===== config.mk =====
export PLATFORM = sky130hd
export DESIGN_NAME = rv_core
export DESIGN_NICKNAME = d
export VERILOG_FILES = /design/src/rv_pkg.sv /design/src/main_decoder.sv /design/src/imm_gen.sv /design/src/alu.sv /design/src/reg_file.sv /design/src/commit_unit.sv /design/src/rv_core.sv
export SDC_FILE = /design/constraint.sdc
export NUM_CORES = 2
export LEC_CHECK = 0
export BUFFER_PORTS_ARGS = -buffer_cell sky130_fd_sc_hd__buf_2
export CAP_MARGIN = 40
export CORE_UTILIZATION = 40
export CTS_CLUSTER_SIZE = 40
export DETAILED_ROUTE_END_ITERATION = 16
export GPL_TIMING_DRIVEN = 0
export PLACE_DENSITY_LB_ADDON = 0.08
export SLEW_MARGIN = 20
export SYNTH_ARGS = -nofsm -noshare
export SYNTH_HDL_FRONTEND = slang
export SYNTH_HIERARCHICAL = 1
export SYNTH_SLANG_ARGS = --single-unit
export TNS_END_PERCENT = 100

===== constraint.sdc =====
create_clock -name clk_i -period 8.52 [get_ports clk_i]
set_input_delay 0.852 -clock clk_i [delete_from_list [all_inputs] [get_ports clk_i]]
set_output_delay 0.852 -clock clk_i [all_outputs]
set_load 0.05 [all_outputs]

===== src/rv_pkg.sv =====
package rv_pkg;

    localparam int XLEN = 32;

    // Base opcodes
    localparam logic [6:0] OP_LOAD   = 7'b0000011;
    localparam logic [6:0] OP_IMM    = 7'b0010011;
    localparam logic [6:0] OP_AUIPC  = 7'b0010111;
    localparam logic [6:0] OP_STORE  = 7'b0100011;
    localparam logic [6:0] OP_REG    = 7'b0110011;
    localparam logic [6:0] OP_LUI    = 7'b0110111;
    localparam logic [6:0] OP_BRANCH = 7'b1100011;
    localparam logic [6:0] OP_JALR   = 7'b1100111;
    localparam logic [6:0] OP_JAL    = 7'b1101111;

    // ALU op from the decoder
    localparam logic [1:0] ALU_ADD    = 2'b00;
    localparam logic [1:0] ALU_BRANCH = 2'b01; // Compare by funct3
    localparam logic [1:0] ALU_FUNCT  = 2'b10; // Operation from funct3 and funct7
    localparam logic [1:0] ALU_PASS_B = 2'b11;

    // Immediate formats
    localparam logic [2:0] IMM_I     = 3'b000;
    localparam logic [2:0] IMM_S     = 3'b001;
    localparam logic [2:0] IMM_B     = 3'b010;
    localparam logic [2:0] IMM_U     = 3'b011;
    localparam logic [2:0] IMM_J     = 3'b100;
    localparam logic [2:0] IMM_SHAMT = 3'b101; // Zero-extended shift amount

    // Writeback source
    localparam logic [1:0] RES_ALU  = 2'b00;
    localparam logic [1:0] RES_MEM  = 2'b01;
    localparam logic [1:0] RES_LINK = 2'b10; // pc + 4 for JAL and JALR

    localparam logic [XLEN-1:0] RESET_PC = 32'h0000_0000;

endpackage


===== src/main_decoder.sv =====
`timescale 1ns/1ps

module main_decoder (
    input  logic [6:0] opcode_i,
    input  logic [2:0] funct3_i,
    input  logic [6:0] funct7_i,

    output logic       reg_wr_en_o,
    output logic       mem_wr_en_o,
    output logic [2:0] imm_src_o,
    output logic       alu_src_o,       // Operand B is the immediate
    output logic       alu_src_a_sel_o, // Operand A is the pc
    output logic [1:0] alu_op_o,
    output logic       branch_o,
    output logic       jump_o,
    output logic [1:0] result_src_o,
    output logic [3:0] byte_en_o,
    output logic       load_signed_o    // Sign-extend loaded data
);

    logic funct7_zero;
    logic funct7_alt;

    assign funct7_zero = (funct7_i == 7'h00);
    assign funct7_alt  = (funct7_i == 7'h20); // SUB and SRA encodings

    always_comb begin
        // Everything inactive unless an opcode claims it
        reg_wr_en_o     = 1'b0;
        mem_wr_en_o     = 1'b0;
        imm_src_o       = rv_pkg::IMM_I;
        alu_src_o       = 1'b0;
        alu_src_a_sel_o = 1'b0;
        alu_op_o        = rv_pkg::ALU_ADD;
        branch_o        = 1'b0;
        jump_o          = 1'b0;
        result_src_o    = rv_pkg::RES_ALU;
        byte_en_o       = 4'b0000;
        load_signed_o   = 1'b0;

        case (opcode_i)
            rv_pkg::OP_LOAD: begin
                alu_src_o     = 1'b1;
                result_src_o  = rv_pkg::RES_MEM;
                reg_wr_en_o   = 1'b1;
                load_signed_o = ~funct3_i[2]; // LB and LH
                case (funct3_i)
                    3'h0, 3'h4: byte_en_o = 4'b0001;
                    3'h1, 3'h5: byte_en_o = 4'b0011;
                    3'h2:       byte_en_o = 4'b1111;
                    default: begin
                        reg_wr_en_o   = 1'b0; // Reserved width
                        load_signed_o = 1'b0;
                    end
                endcase
            end

            rv_pkg::OP_STORE: begin
                imm_src_o = rv_pkg::IMM_S;
                alu_src_o = 1'b1;
                case (funct3_i)
                    3'h0:    byte_en_o = 4'b0001; // SB
                    3'h1:    byte_en_o = 4'b0011; // SH
                    3'h2:    byte_en_o = 4'b1111; // SW
                    default: byte_en_o = 4'b0000;
                endcase
                mem_wr_en_o = (byte_en_o != 4'b0000);
            end

            rv_pkg::OP_IMM: begin
                alu_src_o = 1'b1;
                alu_op_o  = rv_pkg::ALU_FUNCT;
                if (funct3_i == 3'h1) begin
                    imm_src_o   = rv_pkg::IMM_SHAMT;
                    reg_wr_en_o = funct7_zero;
                end else if (funct3_i == 3'h5) begin
                    imm_src_o   = rv_pkg::IMM_SHAMT;
                    reg_wr_en_o = funct7_zero | funct7_alt;
                end else begin
                    reg_wr_en_o = 1'b1;
                end
            end

            rv_pkg::OP_REG: begin
                alu_op_o    = rv_pkg::ALU_FUNCT;
                reg_wr_en_o = funct7_zero |
                              (funct7_alt & ((funct3_i == 3'h0) | (funct3_i == 3'h5)));
            end

            rv_pkg::OP_BRANCH: begin
                imm_src_o = rv_pkg::IMM_B;
                alu_op_o  = rv_pkg::ALU_BRANCH;
                branch_o  = 1'b1;
            end

            rv_pkg::OP_JAL: begin
                imm_src_o       = rv_pkg::IMM_J;
                alu_src_o       = 1'b1;
                alu_src_a_sel_o = 1'b1; // Target is pc + offset
                jump_o          = 1'b1;
                result_src_o    = rv_pkg::RES_LINK;
                reg_wr_en_o     = 1'b1;
            end

            rv_pkg::OP_JALR: begin
                alu_src_o    = 1'b1;
                jump_o       = 1'b1;
                result_src_o = rv_pkg::RES_LINK;
                reg_wr_en_o  = 1'b1;
            end

            rv_pkg::OP_LUI: begin
                imm_src_o   = rv_pkg::IMM_U;
                alu_src_o   = 1'b1;
                alu_op_o    = rv_pkg::ALU_PASS_B;
                reg_wr_en_o = 1'b1;
            end

            rv_pkg::OP_AUIPC: begin
                imm_src_o       = rv_pkg::IMM_U;
                alu_src_o       = 1'b1;
                alu_src_a_sel_o = 1'b1;
                reg_wr_en_o     = 1'b1;
            end

            default: begin
                reg_wr_en_o = 1'b0; // Unknown opcode leaves the defaults
            end
        endcase
    end

endmodule


===== src/imm_gen.sv =====
`timescale 1ns/1ps

module imm_gen (
    input  logic [31:0]             instr_i,
    input  logic [2:0]              imm_src_i,
    output logic [rv_pkg::XLEN-1:0] imm_o
);

    logic sign;

    assign sign = instr_i[31];

    always_comb begin
        case (imm_src_i)
            rv_pkg::IMM_I:
                imm_o = {{20{sign}}, instr_i[31:20]};
            rv_pkg::IMM_S:
                imm_o = {{20{sign}}, instr_i[31:25], instr_i[11:7]};
            // Branch offset with implicit zero lsb
            rv_pkg::IMM_B:
                imm_o = {{19{sign}}, sign, instr_i[7], instr_i[30:25], instr_i[11:8], 1'b0};
            rv_pkg::IMM_U:
                imm_o = {instr_i[31:12], 12'h000};
            rv_pkg::IMM_J:
                imm_o = {{11{sign}}, sign, instr_i[19:12], instr_i[20], instr_i[30:21], 1'b0};
            rv_pkg::IMM_SHAMT:
                imm_o = {27'd0, instr_i[24:20]}; // Upper bits hold funct7
            default:
                imm_o = '0;
        endcase
    end

endmodule


===== src/alu.sv =====
`timescale 1ns/1ps

module alu (
    input  logic [rv_pkg::XLEN-1:0] rs1_data_i,
    input  logic [rv_pkg::XLEN-1:0] rs2_data_i,
    input  logic [rv_pkg::XLEN-1:0] pc_i,
    input  logic [rv_pkg::XLEN-1:0] imm_i,
    input  logic                    alu_src_i,
    input  logic                    alu_src_a_sel_i,
    input  logic [1:0]              alu_op_i,
    input  logic [2:0]              funct3_i,
    input  logic [6:0]              funct7_i,
    input  logic                    is_reg_op_i, // Opcode bit 5, R-type
    output logic [rv_pkg::XLEN-1:0] result_o,
    output logic                    branch_taken_o
);

    logic [rv_pkg::XLEN-1:0] op_a;
    logic [rv_pkg::XLEN-1:0] op_b;
    logic [4:0]              shamt;
    logic                    alt;
    logic                    lt_s;
    logic                    lt_u;

    assign op_a  = alu_src_a_sel_i ? pc_i : rs1_data_i;
    assign op_b  = alu_src_i ? imm_i : rs2_data_i;
    assign shamt = op_b[4:0];
    assign alt   = (funct7_i == 7'h20);
    assign lt_s  = ($signed(op_a) < $signed(op_b));
    assign lt_u  = (op_a < op_b);

    always_comb begin
        result_o       = op_a + op_b;
        branch_taken_o = 1'b0;
        case (alu_op_i)
            rv_pkg::ALU_PASS_B: result_o = op_b; // LUI
            rv_pkg::ALU_BRANCH: begin
                result_o = op_a - op_b;
                case (funct3_i)
                    3'h0:    branch_taken_o = (op_a == op_b);
                    3'h1:    branch_taken_o = (op_a != op_b);
                    3'h4:    branch_taken_o = lt_s;
                    3'h5:    branch_taken_o = ~lt_s;
                    3'h6:    branch_taken_o = lt_u;
                    3'h7:    branch_taken_o = ~lt_u;
                    default: branch_taken_o = 1'b0;
                endcase
            end
            rv_pkg::ALU_FUNCT: begin
                case (funct3_i)
                    // SUB only exists in R-type
                    3'h0:    result_o = (is_reg_op_i && alt) ? op_a - op_b : op_a + op_b;
                    3'h1:    result_o = op_a << shamt;
                    3'h2:    result_o = {31'd0, lt_s};
                    3'h3:    result_o = {31'd0, lt_u};
                    3'h4:    result_o = op_a ^ op_b;
                    3'h5:    result_o = alt ? $unsigned($signed(op_a) >>> shamt) : op_a >> shamt;
                    3'h6:    result_o = op_a | op_b;
                    default: result_o = op_a & op_b;
                endcase
            end
            default: result_o = op_a + op_b;
        endcase
    end

endmodule


===== src/reg_file.sv =====
`timescale 1ns/1ps

module reg_file (
    input  logic                    clk_i,
    input  logic                    rst_i,
    input  logic [4:0]              rs1_addr_i,
    input  logic [4:0]              rs2_addr_i,
    input  logic [4:0]              rd_addr_i,
    input  logic                    rd_we_i,
    input  logic [rv_pkg::XLEN-1:0] rd_wdata_i,
    output logic [rv_pkg::XLEN-1:0] rs1_data_o,
    output logic [rv_pkg::XLEN-1:0] rs2_data_o
);

    logic [rv_pkg::XLEN-1:0] regs [32];

    always_ff @(posedge clk_i) begin
        if (rd_we_i && (rd_addr_i != 5'd0)) begin
            regs[rd_addr_i] <= rd_wdata_i;
        end
    end

    // x0 reads as zero whatever the array holds
    assign rs1_data_o = (rs1_addr_i == 5'd0) ? '0 : regs[rs1_addr_i];
    assign rs2_data_o = (rs2_addr_i == 5'd0) ? '0 : regs[rs2_addr_i];

    // Write enable comes through decoder and commit stage
    a_rd_we_known: assert property (
        @(posedge clk_i) disable iff (rst_i) !$isunknown(rd_we_i)
    ) else $error("rd_we_i is unknown");

endmodule


===== src/commit_unit.sv =====
`timescale 1ns/1ps

module commit_unit (
    input  logic                    clk_i,
    input  logic                    rst_i,
    input  logic [rv_pkg::XLEN-1:0] alu_result_i,
    input  logic [rv_pkg::XLEN-1:0] imm_i,
    input  logic [rv_pkg::XLEN-1:0] rs2_data_i,
    input  logic                    branch_taken_i,
    input  logic                    branch_i,
    input  logic                    jump_i,
    input  logic                    mem_wr_en_i,
    input  logic                    reg_wr_en_i,
    input  logic [3:0]              byte_en_i,
    input  logic                    load_signed_i,
    input  logic [1:0]              result_src_i,
    input  logic [rv_pkg::XLEN-1:0] dmem_rdata_i,
    output logic [rv_pkg::XLEN-1:0] pc_o,
    output logic [rv_pkg::XLEN-1:0] dmem_addr_o,
    output logic [rv_pkg::XLEN-1:0] dmem_wdata_o,
    output logic [3:0]              dmem_be_o,
    output logic                    dmem_we_o,
    output logic                    rd_we_o,
    output logic [rv_pkg::XLEN-1:0] rd_wdata_o
);

    logic [rv_pkg::XLEN-1:0] pc_q;
    logic [rv_pkg::XLEN-1:0] pc_plus4;
    logic [rv_pkg::XLEN-1:0] pc_next;
    logic [1:0]              byte_off;
    logic [rv_pkg::XLEN-1:0] rdata_shifted;
    logic [rv_pkg::XLEN-1:0] load_data;

    assign pc_plus4 = pc_q + 32'd4;

    // Jump wins over a taken branch
    always_comb begin
        if (jump_i) begin
            pc_next = {alu_result_i[rv_pkg::XLEN-1:1], 1'b0};
        end else if (branch_i && branch_taken_i) begin
            pc_next = pc_q + imm_i;
        end else begin
            pc_next = pc_plus4;
        end
    end

    always_ff @(posedge clk_i) begin
        if (rst_i) begin
            pc_q <= rv_pkg::RESET_PC;
        end else begin
            pc_q <= pc_next;
        end
    end

    assign pc_o = pc_q;

    // Word address out, byte lanes from the low bits
    assign byte_off     = alu_result_i[1:0];
    assign dmem_addr_o  = {alu_result_i[rv_pkg::XLEN-1:2], 2'b00};
    assign dmem_wdata_o = rs2_data_i << {byte_off, 3'b000};
    assign dmem_be_o    = byte_en_i << byte_off;
    assign dmem_we_o    = mem_wr_en_i & ~rst_i;

    assign rdata_shifted = dmem_rdata_i >> {byte_off, 3'b000};

    always_comb begin
        case (byte_en_i)
            4'b0001: load_data = {{24{load_signed_i & rdata_shifted[7]}}, rdata_shifted[7:0]};
            4'b0011: load_data = {{16{load_signed_i & rdata_shifted[15]}}, rdata_shifted[15:0]};
            default: load_data = rdata_shifted; // Full word
        endcase
    end

    always_comb begin
        case (result_src_i)
            rv_pkg::RES_MEM:  rd_wdata_o = load_data;
            rv_pkg::RES_LINK: rd_wdata_o = pc_plus4;
            default:          rd_wdata_o = alu_result_i;
        endcase
    end

    assign rd_we_o = reg_wr_en_i & ~rst_i;

    // A store must touch at least one lane
    a_store_has_lanes: assert property (
        @(posedge clk_i) disable iff (rst_i) dmem_we_o |-> (dmem_be_o != 4'b0000)
    ) else $error("store with empty byte enables");

    a_pc_aligned: assert property (
        @(posedge clk_i) disable iff (rst_i) pc_o[1:0] == 2'b00
    ) else $error("pc not word aligned");

endmodule


===== src/rv_core.sv =====
`timescale 1ns/1ps

module rv_core (
    input  logic                    clk_i,
    input  logic                    rst_i,
    input  logic [31:0]             instr_i,
    input  logic [rv_pkg::XLEN-1:0] dmem_rdata_i,
    output logic [rv_pkg::XLEN-1:0] pc_o,
    output logic [rv_pkg::XLEN-1:0] dmem_addr_o,
    output logic [rv_pkg::XLEN-1:0] dmem_wdata_o,
    output logic [3:0]              dmem_be_o,
    output logic                    dmem_we_o
);

    // Instruction fields
    logic [6:0] opcode;
    logic [4:0] rd_addr;
    logic [2:0] funct3;
    logic [4:0] rs1_addr;
    logic [4:0] rs2_addr;
    logic [6:0] funct7;

    assign opcode   = instr_i[6:0];
    assign rd_addr  = instr_i[11:7];
    assign funct3   = instr_i[14:12];
    assign rs1_addr = instr_i[19:15];
    assign rs2_addr = instr_i[24:20];
    assign funct7   = instr_i[31:25];

    logic                    reg_wr_en, mem_wr_en, alu_src, alu_src_a_sel;
    logic                    branch, jump, load_signed, branch_taken, rd_we;
    logic [2:0]              imm_src;
    logic [1:0]              alu_op, result_src;
    logic [3:0]              byte_en;
    logic [rv_pkg::XLEN-1:0] imm, rs1_data, rs2_data, alu_result, rd_wdata;

    main_decoder i_main_decoder (
        .opcode_i(opcode), .funct3_i(funct3), .funct7_i(funct7),
        .reg_wr_en_o(reg_wr_en), .mem_wr_en_o(mem_wr_en), .imm_src_o(imm_src),
        .alu_src_o(alu_src), .alu_src_a_sel_o(alu_src_a_sel), .alu_op_o(alu_op),
        .branch_o(branch), .jump_o(jump), .result_src_o(result_src),
        .byte_en_o(byte_en), .load_signed_o(load_signed)
    );

    imm_gen i_imm_gen (.instr_i(instr_i), .imm_src_i(imm_src), .imm_o(imm));

    alu i_alu (
        .rs1_data_i(rs1_data), .rs2_data_i(rs2_data), .pc_i(pc_o), .imm_i(imm),
        .alu_src_i(alu_src), .alu_src_a_sel_i(alu_src_a_sel), .alu_op_i(alu_op),
        .funct3_i(funct3), .funct7_i(funct7), .is_reg_op_i(opcode[5]),
        .result_o(alu_result), .branch_taken_o(branch_taken)
    );

    reg_file i_reg_file (
        .clk_i(clk_i), .rst_i(rst_i), .rs1_addr_i(rs1_addr), .rs2_addr_i(rs2_addr),
        .rd_addr_i(rd_addr), .rd_we_i(rd_we), .rd_wdata_i(rd_wdata),
        .rs1_data_o(rs1_data), .rs2_data_o(rs2_data)
    );

    commit_unit i_commit_unit (
        .clk_i(clk_i), .rst_i(rst_i), .alu_result_i(alu_result), .imm_i(imm),
        .rs2_data_i(rs2_data), .branch_taken_i(branch_taken), .branch_i(branch),
        .jump_i(jump), .mem_wr_en_i(mem_wr_en), .reg_wr_en_i(reg_wr_en),
        .byte_en_i(byte_en), .load_signed_i(load_signed), .result_src_i(result_src),
        .dmem_rdata_i(dmem_rdata_i), .pc_o(pc_o), .dmem_addr_o(dmem_addr_o),
        .dmem_wdata_o(dmem_wdata_o), .dmem_be_o(dmem_be_o), .dmem_we_o(dmem_we_o),
        .rd_we_o(rd_we), .rd_wdata_o(rd_wdata)
    );

endmodule


---- Word-level counts from Yosys, hierarchy flattened ----
Memories as Yosys holds them, arrays and structs flattened.
Index checks and enable logic that the tools add are counted.
storage, ports and cells
  flip-flop bits (word level) ............. 32
  bits in writable memories ............... 1,024
  output and inout bits ................... 101
  logic and storage cells ................. 118
  memories ................................ 1
memories
  memory           words  bits a word  read ports  clocked after Yosys merged registers in  wr ports  line            source
  i_reg_file.regs  32     32           2           0                                        1         reg_file.sv:15  logic [rv_pkg::XLEN-1:0] regs [32];
operators by class
  $add $sub $neg .......................... 4
  order comparisons ....................... 2
  eq/ne operators ......................... 31
  shifts and indexed selects .............. 6
  multiplexer cells ....................... 37
  bitwise logic cells ..................... 15
  reduce and logical (&&, ||, !) cells .... 20
operators with widths
  operator                                                         count
  32-bit two-way mux                                               8
  32-bit case mux with 7 select lines                              1
  32-bit case mux with 6 select lines                              1
  32-bit case mux with 2 select lines                              2
  32-bit case mux with 3 select lines                              1
  32-bit adder                                                     2
  32-bit less-than comparator                                      2
  32-bit by 5-bit left shift with 32-bit output                    2
  32-bit by 5-bit right shift with 32-bit output                   2
  32-bit by 3-bit adder with 32-bit output, second input constant  1
  32-bit AND                                                       1
  32-bit == test                                                   1
  32-bit inequality test                                           1
  32-bit bitwise OR                                                1
  32-bit by 5-bit >>> shifter with 32-bit output                   1
  32-bit subtractor                                                1
  32-bit bitwise XOR                                               1
  7-bit by 6-bit == test with 1-bit output, second input constant  4
  4-bit case mux with 3 select lines                               2
  7-bit == test, second input constant                             3
  3-bit == test, second input constant                             6
  3-bit case mux with 5 select lines                               1
  7-bit by 5-bit == test with 1-bit output, second input constant  2
  2-bit OR reduction                                               7
  other kinds (28)                                                 61

---- Depth between registers and ports, before layout ----
  depth after elaboration ................. 15
  depth in mapped cells ................... 36
  gate-level depth less buffers ........... 28

---- Cells and area by module ----
The synthesis kept the hierarchy.
modules (own cells, without submodules)
  module        instances  cells an instance  area each (um^2)
  reg_file      1          2,564              47,929.7
  alu           1          1,700              11,141.9
  commit_unit   1          809                5,511.5
  imm_gen       1          90                 733.2
  main_decoder  1          61                 405.4

---- Worst setup path before layout ----
No wires, ideal clock.
  path kind ............................... input to output
  from .................................... input instr_i[20]
  to ...................................... output dmem_wdata_o[16] (netlist bit)
  arrival ................................. 8,090 ps
  required time ........................... 7,668 ps
  slack ................................... -422 ps
  stages on the path ...................... 29
  cell sequence ........................... buf_6 > buf_6 > mux4_1 > mux2_2 > a221oi_2 > a211oi_1 > mux2i_2 > inv_2 > buf_2 > buf_2 > buf_2 > ha_1 > fa_1 > o21bai_1 > nand3_1 > a211oi_2 > nor3b_4 > a211o_1 > a21oi_2 > nor3_1 > o31ai_2 > xnor2_1 > o22ai_1 > buf_2 > buf_1 > clkbuf_1 > buf_2 > mux2i_1 > o21ai_0
between the ends
  longest elaborated chain between the ends .. 8
RTL lines
  element                                                     line                  source
  start, declared                                             rv_core.sv:6          input logic [31:0] instr_i,
  memory read 32 x 32 bit or 5-bit zero test (tied branches)  -
  32-bit two-way mux (*)                                      reg_file.sv:25        assign rs2_data_o = (rs2_addr_i == 5'd0) ? '0 : regs[rs2_addr_i];
  named net rs2_data, one bit                                 rv_core.sv:35         logic [rv_pkg::XLEN-1:0] imm, rs1_data, rs2_data, alu_result, rd_wdata;
  32-bit two-way mux (*)                                      alu.sv:26             assign op_b = alu_src_i ? imm_i : rs2_data_i;
  32-bit adder (tied with other cells)                        -
  32-bit two-way mux, on equally long branches                alu.sv:52, alu.sv:57
  32-bit case mux with 7 select lines                         alu.sv:50             case (funct3_i)
  32-bit case mux with 3 select lines (*)                     alu.sv:35             case (alu_op_i)
  named net alu_result, one bit                               rv_core.sv:35
  32-bit by 5-bit left shift with 32-bit output (*)           commit_unit.sv:60     assign dmem_wdata_o = rs2_data_i << {byte_off, 3'b000};
  end, declared                                               rv_core.sv:10         output logic [rv_pkg::XLEN-1:0] dmem_wdata_o,
Mark *: on every way through the listed nets, which the timed path passes. The rest lies on a longest branch.

---- Worst setup path after layout ----
  from .................................... input instr_i[23]
  to ...................................... output dmem_addr_o[10] (netlist bit)
between the ends
  longest elaborated chain between the ends .. 7
RTL lines
  element                                                     line                  source
  memory read 32 x 32 bit or 5-bit zero test (tied branches)  -
  32-bit two-way mux (*)                                      reg_file.sv:25
  named net rs2_data, one bit                                 rv_core.sv:35
  32-bit two-way mux (*)                                      alu.sv:26
  32-bit adder (tied with other cells)                        -
  32-bit two-way mux, on equally long branches                alu.sv:52, alu.sv:57
  32-bit case mux with 7 select lines                         alu.sv:50
  32-bit case mux with 3 select lines (*)                     alu.sv:35
  end, declared                                               rv_core.sv:9          output logic [rv_pkg::XLEN-1:0] dmem_addr_o,
Marked as above.

==> results.md <==
* Outcome: finished, violations left
* Violated checks: negative setup slack
* First-pass GRT wire length at 448400 µm
* Synth area leader: edfxtp_1
* Yosys Warn Count at 6
* Skew-Pair Late Insertion Delay at 0.79 ns
* Number of max-slew violations in the final report at 0
* DP HPWL at 253900 µm
* TNS Setup at -6.287 ns
* Core Box Area at 163000 µm²
* Antenna-violating nets left at 0
* Sequential fraction of the synthesis area at 47.76%
* Total die area at 165900 µm²
* Die W at 407.3 µm
* Number of global-route vias before repair at 52154
* Syn avg cell area at 12.58 µm²
* Crit path max fanout at 11
* Worst EP arrival at 7.79 ns
* Initial Util at 40.33%
* Clk_skew at 0.08604 ns
* Post-Syn Area at 65720 µm²
* Final worst-path cycle share at 101.4%
* Avg WL per Cell at 41.09 µm
* Worst endpoint required time at 7.67 ns
* Total track usage at 39.14%
* Clock buffer depth at 3
* Via/cell ratio at 6.781
* Unique masters post-synth at 118
* CP most frequent cell: buf_4
* Vias at 54963
* Initial antenna violation count at 12
* Synthesis-to-layout area growth at 22.50%
* Die span in y at 407.3 µm
* Final nets at 6027
* Root buffer cell: clkbuf_16
* Iteration-0 DRC Markers at 7694
* Max stage delay on crit path at 0.80 ns
* Fin worst setup slack at -0.1201 ns
* Synth top area share at 46.79%
* Main synth FF type: edfxtp_1
* Critical path startpoint category: input pin
* WL final at 333100 µm
* DRC at 0
* Total gr overflow at 0
* Number of enable flip-flop cells after synthesis at 1024
* 1st-pass router iterations at 6
* Clock transition at the registers of the reported paths at 0.06 ns
* Final instance area at 80510 µm²
* Achievable frequency at 0.1157 GHz
* Leakage power total at 28.65 nW
* Setup CP Type: input pin to primary output
* Placed Area at 73740 µm²
* Pwr dens at 236.0 nW/µm²
* Fin crit period at 8.640 ns
* # hold bufs at CTS at 0
* I/O Buffers at 162
* Cell Rows at 148
* Hold Fails Final Rpt at 0
* Critical path endpoint category: primary output
* Fraction of final layout cells sized beyond drive strength 1 at 28.66%
* Worst Hold Class: input pin to flip-flop
* Post-synthesis async set-or-reset flop share at 0%
* Top cells by area, synth: edfxtp_1, mux4_2, mux2i_1, ha_1, a21oi_1
* Slowest CP cell: a221oi_1
* TritonCTS clock tree: yes
* Max-cap violations at 0
* Setup Viol. Count Final at 174
* Syn Inst Count at 5224
* Max-slew headroom at 31.77%
* IO Count at 167
* Routability Congestion at 1.036
* Worst Tran Pin Value at 1.023 ns
* Seq cells post-synth at 1056
* Num CTS Buffers at 115
* Clock H-tree levels at 3
* Worst vdd ir at 0.0001899 V
* Clock sinks at 1056
* Largest net degree at the start of global routing at 33
-- cells in the final DEF (no fill, tap or decap), types with 131 or more instances in the layout --
cell type / n
edfxtp_1: 1024
clkbuf_1: 162
a21oi_1: 262
ha_1: 131
buf_4: 195
mux2i_1: 485
buf_2: 210
nand2_1: 359
o21ai_0: 177
mux4_2: 302
nor2_1: 253
inv_1: 134
-- final timing paths --
check	start	end	slack, ns	cells after the start
worst max register to register	i_reg_file/regs[28][0]$_DFFE_PP_	i_reg_file/regs[20][31]$_DFFE_PP_	0.28	33
worst max-delay path	instr_i[23]	dmem_addr_o[10]	-0.12	25
worst min-delay path	rst_i	i_commit_unit/pc_o[27]$_SDFF_PP0_	0.75	3
worst min register to register	flip-flop	flip-flop	0.77	2
-- per-layer routing --
layer / routed length [µm] / global-route usage [%] / up-vias / part of all wire [%]
met5: 203 / 0.7471 / - / 0.061
met4: 25250 / 24.69 / 6 / 7.6
met2: 148800 / 60.57 / 3849 / 45
met1: 123600 / 48.58 / 28200 / 37
met3: 35270 / 10.35 / 948 / 11
li1: - / - / 21960 / -
-- synthesized netlist by cell type (all sizes together) (26+ instances only) --
| library cell | number |
|---|---|
| and2 | 27 |
| edfxtp | 1024 |
| a22oi | 85 |
| clkbuf | 222 |
| a21o | 35 |
| nand2 | 364 |
| mux2 | 87 |
| a31oi | 28 |
| o221ai | 89 |
| ha | 140 |
| mux4 | 354 |
| nand4 | 58 |
| o21ai | 241 |
| nor3 | 54 |
| buf | 231 |
| nor2b | 62 |
| xnor2 | 85 |
| a221oi | 87 |
| nor2 | 298 |
| a211oi | 128 |
| a21oi | 296 |
| xor2 | 26 |
| a311oi | 41 |
| o211ai | 39 |
| inv | 150 |
| nand3 | 50 |
| dfxtp | 32 |
| mux2i | 535 |
-- registers in the layout (all words and copies together) (netlist names), named ones only --
signal and count:
i_commit_unit/pc_o 31, i_reg_file/regs 1024
-- what timing repair did --
action	CTS	global route
cloned	0	2
setup endpoints to repair	1122	629
setup buffers	47	34
gates resized for setup	318	231
pin swaps	34	49
-- power by group --
group / total, W / internal (W) / switching [W]
clock: 0.00519 / 0.00299 / 0.00220
combinational: 0.00723 / 0.00230 / 0.00493
sequential: 0.00658 / 0.00654 / 0.0000413
total: 0.0190 / 0.0118 / 0.00717
-- cells by family (layout without fill, tap and decap cells) --
| logic type | Yosys count | count (layout) | synth area share, % |
|---|---|---|---|
| adder cells (fa/ha/maj) | 144 | 144 | 2.778 |
| other | 2 | 51 | 0.01143 |
| AND/OR/NAND/NOR | 1045 | 1045 | 7.552 |
| XOR/XNOR | 111 | 111 | 1.479 |
| flip-flops | 1056 | 1056 | 47.76 |
| buffers and inverters | 610 | 1268 | 4.459 |
| multiplexers | 976 | 976 | 22.23 |
| AO/OA/AOI/OAI | 1280 | 1280 | 13.73 |
-- layout make-up --
| cell class | instances | area [µm²] |
|---|---|---|
| diodes | 17 | 42.54 |
| plain buffers | 440 | 2980 |
| clock buffers | 134 | 2970 |
| clock inverters | 79 | 925.9 |
| fillers | 14381 | 82450 |
| inverters | 157 | 625.6 |
| multi-input cells | 3590 | 33780 |
| flip-flops and latches | 1056 | 31390 |
| well taps | 2175 | 2721 |
| repair buffers | 458 | 5075 |
-- critical path: cells and delay by family --
| kind | cells | cell delay, ns |
|---|---|---|
| buffers and inverters | 14 | 3.59 |
| multiplexers | 1 | 0.10 |
| AO/OA/AOI/OAI | 6 | 2.46 |
| adder cells (fa/ha/maj) | 1 | 0.24 |
| AND/OR/NAND/NOR | 3 | 0.48 |
-- metrics by stage --
| stage | cells | hold slack, ns | setup WS (ns) | util (%) | total power, W |
|---|---|---|---|---|---|
| 2_1_floorplan | 5256 | 0.7038 | -0.04735 | - | 0.01006 |
| 3_3_place_gp | 7593 | 0.7187 | -8.129 | 42.60 | 0.01259 |
| 3_5_place_dp | 7800 | 0.7276 | -3.888 | 45.25 | 0.01321 |
| 4_1_cts | 8052 | 0.6957 | -0.01229 | 48.68 | 0.01864 |
| 5_1_grt | 8095 | 0.7606 | -0.01202 | 49.39 | 0.01937 |
| 6_report | 8106 | 0.7547 | -0.1201 | 49.40 | 0.01900 |
No activity file was read; power rests on OpenSTA's default activity.
